==> src/logic/spi_cfg_pkg.sv <==
`default_nettype none

package spi_cfg_pkg;

  // **************************************************
  // Word sizes
  // **************************************************
  parameter int CMD_WIDTH  = 12;
  parameter int READ_WIDTH = 8;

  // Frame lengths, counted in sclk rising edges
  parameter int WR_BITS = CMD_WIDTH;   // Whole command goes out
  parameter int RD_BITS = READ_WIDTH;  // Extra edges on a read

  // **************************************************
  // Top level defaults
  // **************************************************
  parameter int DEF_CLK_DIV    = 4;  // sclk half period in clk cycles
  parameter int DEF_FIFO_DEPTH = 4;

endpackage

`default_nettype wire

==> src/logic/spi_cmd_pkg.sv <==
`default_nettype none

package spi_cmd_pkg;

  // **************************************************
  // Payload types
  // **************************************************
  typedef logic [spi_cfg_pkg::CMD_WIDTH-1:0]  cmd_t;
  typedef logic [spi_cfg_pkg::READ_WIDTH-1:0] read_t;

  // Command word layout
  //   [11]   frame type
  //   [10:8] address
  //   [7:0]  data
  parameter int RW_BIT   = 11;  // 1 write, 0 read

  parameter int ADDR_MSB = 10;
  parameter int ADDR_LSB = 8;

  parameter int DATA_MSB = 7;
  parameter int DATA_LSB = 0;

endpackage

`default_nettype wire

==> src/logic/spi_cmd_fifo.sv <==
`timescale 1ns/100ps
`default_nettype none

module spi_cmd_fifo #(
  parameter int FIFO_DEPTH = 4
) (
  input  logic              clk,
  input  logic              rst_n,
  input  logic              push,
  input  spi_cmd_pkg::cmd_t wdata,
  output logic              ready,
  input  logic              pop,
  output spi_cmd_pkg::cmd_t head,
  output logic              not_empty
);

  import spi_cmd_pkg::*;

  localparam int PTR_W = (FIFO_DEPTH > 1) ? $clog2(FIFO_DEPTH) : 1;
  localparam int CNT_W = $clog2(FIFO_DEPTH + 1);

  cmd_t             mem [FIFO_DEPTH];
  logic [PTR_W-1:0] wr_ptr;
  logic [PTR_W-1:0] rd_ptr;
  logic [CNT_W-1:0] count;

  // Pointer step with wrap, depth need not be a power of two
  function automatic logic [PTR_W-1:0] ptr_inc(input logic [PTR_W-1:0] ptr);
    if (ptr == PTR_W'(FIFO_DEPTH - 1))
      return '0;
    return ptr + 1'b1;
  endfunction

  always_ff @(posedge clk or negedge rst_n)
  begin
    if (!rst_n)
    begin
      wr_ptr <= '0;
      rd_ptr <= '0;
      count  <= '0;
    end
    else
    begin
      if (push)
        wr_ptr <= ptr_inc(wr_ptr);
      if (pop)
        rd_ptr <= ptr_inc(rd_ptr);
      case ({push, pop})
        2'b10:   count <= count + 1'b1;
        2'b01:   count <= count - 1'b1;
        default: count <= count;  // Both or neither
      endcase
    end
  end

  always_ff @(posedge clk)
  begin
    if (push)
      mem[wr_ptr] <= wdata;
  end

  assign head      = mem[rd_ptr];  // Show-ahead
  assign ready     = (count != CNT_W'(FIFO_DEPTH));
  assign not_empty = (count != '0);

  // **************************************************
  // Checks
  // **************************************************
  a_no_push_full: assert property (
    @(posedge clk) disable iff (!rst_n) push |-> ready
  ) else $error("FIFO push while full");

  a_no_pop_empty: assert property (
    @(posedge clk) disable iff (!rst_n) pop |-> not_empty
  ) else $error("FIFO pop while empty");

endmodule

`default_nettype wire

==> src/logic/spi_clk_gen.sv <==
`timescale 1ns/100ps
`default_nettype none

module spi_clk_gen #(
  parameter int CLK_DIV = 4
) (
  input  logic clk,
  input  logic rst_n,
  input  logic run,
  output logic sclk,
  output logic rise_stb,
  output logic fall_stb
);

  localparam int CNT_W = (CLK_DIV > 1) ? $clog2(CLK_DIV) : 1;

  logic [CNT_W-1:0] cnt;
  logic             wrap;

  assign wrap = (cnt == CNT_W'(CLK_DIV - 1));

  // Strobes line up with the sclk edge they mark
  always_ff @(posedge clk or negedge rst_n)
  begin
    if (!rst_n)
    begin
      cnt      <= '0;
      sclk     <= 1'b0;
      rise_stb <= 1'b0;
      fall_stb <= 1'b0;
    end
    else if (!run)
    begin
      cnt      <= '0;    // Next frame starts a full half period out
      sclk     <= 1'b0;
      rise_stb <= 1'b0;
      fall_stb <= 1'b0;
    end
    else
    begin
      rise_stb <= wrap && !sclk;
      fall_stb <= wrap && sclk;
      if (wrap)
      begin
        cnt  <= '0;
        sclk <= ~sclk;
      end
      else
        cnt <= cnt + 1'b1;
    end
  end

  // **************************************************
  // Checks
  // **************************************************
  a_one_stb: assert property (
    @(posedge clk) disable iff (!rst_n) !(rise_stb && fall_stb)
  ) else $error("sclk rise and fall strobes together");

endmodule

`default_nettype wire

==> src/logic/spi_shift_engine.sv <==
`timescale 1ns/100ps
`default_nettype none

module spi_shift_engine #(
  parameter int CLK_DIV = 4
) (
  input  logic               clk,
  input  logic               rst_n,
  input  spi_cmd_pkg::cmd_t  head,
  input  logic               not_empty,
  output logic               pop,
  output logic               run,
  input  logic               rise_stb,
  input  logic               fall_stb,
  output logic               cs,
  output logic               mosi,
  input  logic               miso,
  output logic               read_vld,
  output spi_cmd_pkg::read_t read_data
);

  import spi_cfg_pkg::*;
  import spi_cmd_pkg::*;

  localparam int BIT_W = $clog2(WR_BITS);
  localparam int GAP_W = $clog2(CLK_DIV + 1);

  typedef enum logic [1:0] {
    IDLE,
    SHIFT_OUT,
    SHIFT_IN,
    FINISH
  } state_t;

  state_t           state_cs;
  state_t           state_ns;
  cmd_t             sh;
  logic [BIT_W-1:0] bit_cnt;
  logic [GAP_W-1:0] gap_cnt;   // cs high time between frames
  logic             is_read;
  logic             last_out;
  logic             last_in;

  assign pop      = (state_cs == IDLE) && not_empty && (gap_cnt == '0);
  assign last_out = rise_stb && (bit_cnt == BIT_W'(WR_BITS - 1));
  assign last_in  = rise_stb && (bit_cnt == BIT_W'(RD_BITS - 1));

  // **************************************************
  // FSM
  // **************************************************
  always_ff @(posedge clk or negedge rst_n)
  begin
    if (!rst_n)
      state_cs <= IDLE;
    else
      state_cs <= state_ns;
  end

  always_comb
  begin
    state_ns = state_cs;
    case (state_cs)
      IDLE:
        if (pop)
          state_ns = SHIFT_OUT;
      SHIFT_OUT:
        if (last_out)
          state_ns = is_read ? SHIFT_IN : FINISH;
      SHIFT_IN:
        if (last_in)
          state_ns = FINISH;
      FINISH:
        if (fall_stb)  // Closing falling edge
          state_ns = IDLE;
      default:
        state_ns = IDLE;
    endcase
  end

  // Frame control and pins
  always_ff @(posedge clk or negedge rst_n)
  begin
    if (!rst_n)
    begin
      cs       <= 1'b1;
      run      <= 1'b0;
      mosi     <= 1'b0;
      read_vld <= 1'b0;
      is_read  <= 1'b0;
      bit_cnt  <= '0;
      gap_cnt  <= '0;
    end
    else
    begin
      read_vld <= 1'b0;
      case (state_cs)
        IDLE:
        begin
          if (gap_cnt != '0)
            gap_cnt <= gap_cnt - 1'b1;
          if (pop)
          begin
            cs      <= 1'b0;
            run     <= 1'b1;
            mosi    <= head[CMD_WIDTH-1];  // MSB first
            is_read <= !head[RW_BIT];
            bit_cnt <= '0;
          end
        end
        SHIFT_OUT:
        begin
          if (fall_stb)
            mosi <= sh[CMD_WIDTH-2];
          if (last_out)
            bit_cnt <= '0;
          else if (rise_stb)
            bit_cnt <= bit_cnt + 1'b1;
        end
        SHIFT_IN:
        begin
          if (fall_stb)
            mosi <= 1'b0;
          if (rise_stb)
            bit_cnt <= bit_cnt + 1'b1;
          if (last_in)
            read_vld <= 1'b1;  // Byte complete next cycle
        end
        FINISH:
        begin
          if (fall_stb)
          begin
            cs      <= 1'b1;
            run     <= 1'b0;
            mosi    <= 1'b0;
            gap_cnt <= GAP_W'(CLK_DIV);
          end
        end
        default:
        begin
          cs  <= 1'b1;
          run <= 1'b0;
        end
      endcase
    end
  end

  // Data shift registers
  always_ff @(posedge clk)
  begin
    if (pop)
      sh <= head;
    else if ((state_cs == SHIFT_OUT) && fall_stb)
      sh <= {sh[CMD_WIDTH-2:0], 1'b0};
    if ((state_cs == SHIFT_IN) && rise_stb)
      read_data <= {read_data[READ_WIDTH-2:0], miso};
  end

  // **************************************************
  // Checks
  // **************************************************
  a_pop_idle: assert property (
    @(posedge clk) disable iff (!rst_n)
    pop |-> (state_cs == IDLE) && not_empty && cs && !run
  ) else $error("Command pop outside an idle bus");

  a_read_vld: assert property (
    @(posedge clk) disable iff (!rst_n)
    read_vld |-> is_read && !cs && $past(rise_stb)
  ) else $error("read_vld outside a read frame");

endmodule

`default_nettype wire

==> src/logic/spi_ctrl_top.sv <==
`timescale 1ns/100ps
`default_nettype none

module spi_ctrl_top #(
  parameter int CLK_DIV    = spi_cfg_pkg::DEF_CLK_DIV,
  parameter int FIFO_DEPTH = spi_cfg_pkg::DEF_FIFO_DEPTH
) (
  input  logic               clk,
  input  logic               rst_n,
  input  spi_cmd_pkg::cmd_t  cmd_in,
  input  logic               cmd_vld,
  output logic               cmd_rdy,
  output logic               sclk,
  output logic               cs,
  output logic               mosi,
  input  logic               miso,
  output logic               read_vld,
  output spi_cmd_pkg::read_t read_data
);

  import spi_cmd_pkg::*;

  cmd_t head;
  logic push;
  logic pop;
  logic not_empty;
  logic run;
  logic rise_stb;
  logic fall_stb;

  assign push = cmd_vld && cmd_rdy;  // Accepted word

  spi_cmd_fifo #(
    .FIFO_DEPTH (FIFO_DEPTH)
  ) spi_cmd_fifo_i (
    .clk       (clk),
    .rst_n     (rst_n),
    .push      (push),
    .wdata     (cmd_in),
    .ready     (cmd_rdy),
    .pop       (pop),
    .head      (head),
    .not_empty (not_empty)
  );

  spi_clk_gen #(
    .CLK_DIV (CLK_DIV)
  ) spi_clk_gen_i (
    .clk      (clk),
    .rst_n    (rst_n),
    .run      (run),
    .sclk     (sclk),
    .rise_stb (rise_stb),
    .fall_stb (fall_stb)
  );

  spi_shift_engine #(
    .CLK_DIV (CLK_DIV)
  ) spi_shift_engine_i (
    .clk       (clk),
    .rst_n     (rst_n),
    .head      (head),
    .not_empty (not_empty),
    .pop       (pop),
    .run       (run),
    .rise_stb  (rise_stb),
    .fall_stb  (fall_stb),
    .cs        (cs),
    .mosi      (mosi),
    .miso      (miso),
    .read_vld  (read_vld),
    .read_data (read_data)
  );

endmodule

`default_nettype wire

==> config.mk <==
export PLATFORM = sky130hd
export DESIGN_NAME = spi_ctrl_top
export DESIGN_NICKNAME = d
export VERILOG_FILES = /design/src/logic/spi_cfg_pkg.sv /design/src/logic/spi_cmd_pkg.sv /design/src/logic/spi_cmd_fifo.sv /design/src/logic/spi_clk_gen.sv /design/src/logic/spi_shift_engine.sv /design/src/logic/spi_ctrl_top.sv
export SDC_FILE = /design/constraint.sdc
export NUM_CORES = 1
export LEC_CHECK = 0
export BUFFER_PORTS_ARGS = -buffer_cell sky130_fd_sc_hd__buf_2
export CAP_MARGIN = 20
export CELL_PAD_IN_SITES_DETAIL_PLACEMENT = 1
export CELL_PAD_IN_SITES_GLOBAL_PLACEMENT = 1
export CORE_UTILIZATION = 41
export DETAILED_ROUTE_END_ITERATION = 7
export PLACE_DENSITY_LB_ADDON = 0.1
export SYNTH_ARGS = -nofsm -noshare
export SYNTH_HDL_FRONTEND = slang
export SYNTH_HIERARCHICAL = 1
export SYNTH_SLANG_ARGS = --single-unit
==> constraint.sdc <==
create_clock -name clk -period 2.5 [get_ports clk]
set_clock_uncertainty 0.15 [all_clocks]
set_input_delay 0.25 -clock clk [delete_from_list [all_inputs] [get_ports clk]]
set_output_delay 0.25 -clock clk [all_outputs]
set_load 0.05 [all_outputs]
==> metrics.md <==
| Metric | Value |
|---|---|
| # rows | 35 |
| Design area | 4680 um2 |
| Inserted Clock Buffers | 9 |
| CTS tree | built |
| Synth top area cells | edfxtp_1 (51%), dfrtp_1 (16%), ha_1 (5.4%), mux4_2 (5.1%), nand2_1 (4.5%) |
| Max Slew Vio Count | 0 |
| Drt first pass iters | 4 |
| Io pins | 29 |
| Clock transition at path regs | 0.10 ns |
| DR WL/cell | 15.3 um |
| Post-synth EDFFs | 67 |
| H-tree levels | 3 |
| Total gr overflow | 0 |
| Gp weighted congestion | 0.755 |
| Number of clock sinks | 93 |
| Commonest cells in the netlist | edfxtp_1 (67), nand2_1 (48), dfrtp_1 (25) |
| Die area | 10100 um2 |
| Syn nets | 300 |
| Pin count of the biggest net entering global routing | 27 |
| Fill cells | 952 |
| Cell taking the most area after synthesis | edfxtp_1 |
| Fmax | 0.437 GHz |
| Post-detail-place hpwl | 4.68 mm |
| Peak supply drop | 364 uV |
| GRT Util Overall | 15.8% |
| Adder-cell share of the synthesized area | 5.87% |
| Crit path arrival time | 2.42 ns |
| Vias | 2218 |
| Drc violations | 0 |
| CP startpoint | spi_shift_engine_i/gap_cnt[1] |
| Clock power share | 30.9% |
| Synth Area in Compound Gates | 4.64% |
| Finished Core Util | 50.4% |
| Area growth from synthesis to layout | 18.1% |
| Detailed Route WL | 7.00 mm |
| Clock latency at the later pin of the worst-skew pair | 0.35 ns |
| Unique masters post-synth | 43 |
| Core Area | 9280 um2 |
| Actual slew at the worst max-slew pin | 0.618 ns |
| Vias in the first global route | 2422 |
| Hold Violations, Final | 0 |
| Power per cell area | 728 nW/um2 |
| Seq pwr share | 56.3% |
| Worst r2r path cells | 11 |
| Leak | 0.00191 uW |
| Tcrit/Tclk final | 91.5% |
| Dpl cell area | 4310 um2 |
| Post-CTS Setup Inserts | 0 |
| Crit path time final | 2.29 ns |
| Layout cells sized above 1 | 25.3% |
| Mapped Cells | 266 |
| Post-route ant nets | 0 |
| HP Class | input port to register |
| Clock tree buffer depth | 2 |
| Kind of critical path | register to register |
| Sequential area share after synthesis | 67.2% |
| N_diodes | 0 |
| Crit path capture | spi_cmd_fifo_i/count[2] |
| Initial DRC Count | 50 |
| Mux cell area share after synthesis | 8.74% |
| Prevailing post-synth register cell | edfxtp_1 |
| CP endpoint kind | register |
| # Max-Cap Violations | 0 |
| Post-Syn Area | 3970 um2 |
| Max FO, Critical Path | 3 |
| Die X | 100 um |
| Rel. slew slack | 58.8% |
| IO buf count | 28 |
| Avg Inst Size Synth | 14.9 um2 |
| Yosys reg bits | 93 |
| Reg2Reg Setup Slack | 0.21 ns |
| Total Power | 3410 uW |
| Main combinational cell family by area after synthesis | simple AND/OR/NAND/NOR gates |
| Sw Ratio | 26.0% |
| Async S/R FF share, synth | 28.0% |
| Count leader, synth | edfxtp_1 |
| Storage element area | 2660 um2 |
| Overall die height | 100 um |
| Post-Synth Simple-Gate Area | 10.5% |
| Synth top area share | 50.7% |
| CP Launch Type | register |
| FF-to-FF End | spi_cmd_fifo_i/count[2] |
| Switching Power | 886 uW |
| Synth warn | 6 |
| Int Pwr | 2520 uW |
| Initial antenna violation count | 0 |
| Multi-input gate area | 1240 um2 |
| Status | complete, no violations |
| Post-Synth XOR/XNOR Area | 0.884% |
| Final setup viols | 0 |
| Root Driver | clkbuf_8 |
| Reg2reg start | spi_shift_engine_i/gap_cnt[1] |
| Combinational power share | 12.8% |
| Starting density of the core | 42.7% |
| Via density | 4.85 |
| First-pass GRT wire length | 12.0 mm |
| WP data required | 2.63 ns |
| Unrepaired setup endpoints after global routing | false |
| Nets | 357 |
| Setup TNS | 0 ns |
-- state kept, by name, indices dropped and copies added, names as in the netlist --
signal,flops
spi_shift_engine_i/gap_cnt,3
spi_shift_engine_i/run,1
spi_shift_engine_i/state_cs,2
spi_shift_engine_i/mosi,1
spi_clk_gen_i/cnt,2
spi_shift_engine_i/read_vld,1
spi_cmd_fifo_i/mem,48
spi_clk_gen_i/sclk,1
spi_shift_engine_i/cs,1
spi_cmd_fifo_i/wr_ptr,2
spi_shift_engine_i/is_read,1
spi_shift_engine_i/bit_cnt,4
spi_cmd_fifo_i/rd_ptr,2
spi_shift_engine_i/read_data,8
spi_cmd_fifo_i/count,3
spi_clk_gen_i/fall_stb,1
spi_shift_engine_i/sh,11
spi_clk_gen_i/rise_stb,1
-- power by group through the flow --
stage	combinational (uW)	clock (uW)	sequential (uW)
3_5_place_dp	434	0	1960
5_1_grt	493	1140	1940
3_3_place_gp	418	0	1950
4_1_cts	452	1100	1920
2_1_floorplan	283	0	1930
6_report	436	1050	1920
-- critical path: stages (launching register included) --
cell	delay, ns
dfrtp_1	0.40
inv_2	0.10
ha_4	0.16
nor2b_2	0.15
nand3_1	0.11
inv_1	0.10
ha_1	0.18
inv_1	0.06
fa_1	0.37
xor2_1	0.15
nor2_1	0.12
xor2_1	0.16
-- timing repair --
item | 4_1_cts | 5_1_grt
hold endpoints to repair | 74 | 0
gates resized for setup | 0 | 5
endpoints found under the setup margin | 0 | 1
hold buffers | 14 | 0
-- cell usage in the layout (no fill, tap or decap), types with 2 or more instances in the layout --
master / instances
buf_4: 10
clkbuf_8: 9
mux4_1: 3
dlygate4sd3_1: 14
inv_6: 4
nand2b_1: 2
and2_1: 9
nor3_1: 2
mux4_2: 9
a21oi_2: 2
a21o_1: 2
inv_1: 11
ha_1: 16
edfxtp_1: 67
o21ai_1: 3
buf_2: 28
mux2i_1: 2
dfrtp_1: 25
nor3b_2: 2
nor2_1: 6
a21oi_1: 7
xor2_1: 3
inv_2: 3
nand2_1: 48
or3_1: 2
o21ai_0: 10
mux2_2: 4
nand3_1: 2
-- layer usage --
layer	vias up	wire length, um	GRT usage (%)
met5	-	0	0
met4	0	78	7.02
met3	8	137	2.58
met2	25	3620	27.0
met1	1111	3160	19.8
li1	1074	-	-
-- kinds of logic after synthesis --
logic type / count (synthesis)
AO/OA/AOI/OAI: 30
XOR/XNOR: 4
adder cells (fa/ha/maj): 18
buffers and inverters: 20
flip-flops: 93
multiplexers: 18
AND/OR/NAND/NOR: 83
-- through the flow --
| step | cells | setup WS, ns | hold slack [ns] |
|---|---|---|---|
| 2_1_floorplan | 266 | 0.0241 | -0.196 |
| 3_3_place_gp | 427 | 0.173 | 0.158 |
| 3_5_place_dp | 427 | 0.0975 | 0.164 |
| 4_1_cts | 457 | 0.0637 | 0.185 |
| 5_1_grt | 457 | 0.0235 | 0.202 |
| 6_report | 457 | 0.214 | 0.201 |
-- area by class of cell --
class	count	area share, %
inverter	14	1.12
clock inverter	7	1.90
multi-input combinational	153	26.4
clock buffer	9	2.65
timing repair buffer	52	7.59
sequential	93	56.9
tap	129	3.45
-- how the worst min path moves through the flow --
stage,from,end,slack [ns],cells after the start
2_1_floorplan,rst_n,spi_clk_gen_i/cnt[0],-0.20,0
3_3_place_gp,rst_n,spi_clk_gen_i/cnt[1],0.16,1
3_5_place_dp,rst_n,spi_clk_gen_i/cnt[1],0.16,1
4_1_cts,cmd_vld,spi_cmd_fifo_i/wr_ptr[0],0.18,3
5_1_grt,cmd_vld,spi_cmd_fifo_i/wr_ptr[0],0.20,3
6_report,cmd_vld,spi_cmd_fifo_i/wr_ptr[0],0.20,3
(Power assumes the default switching activity.)
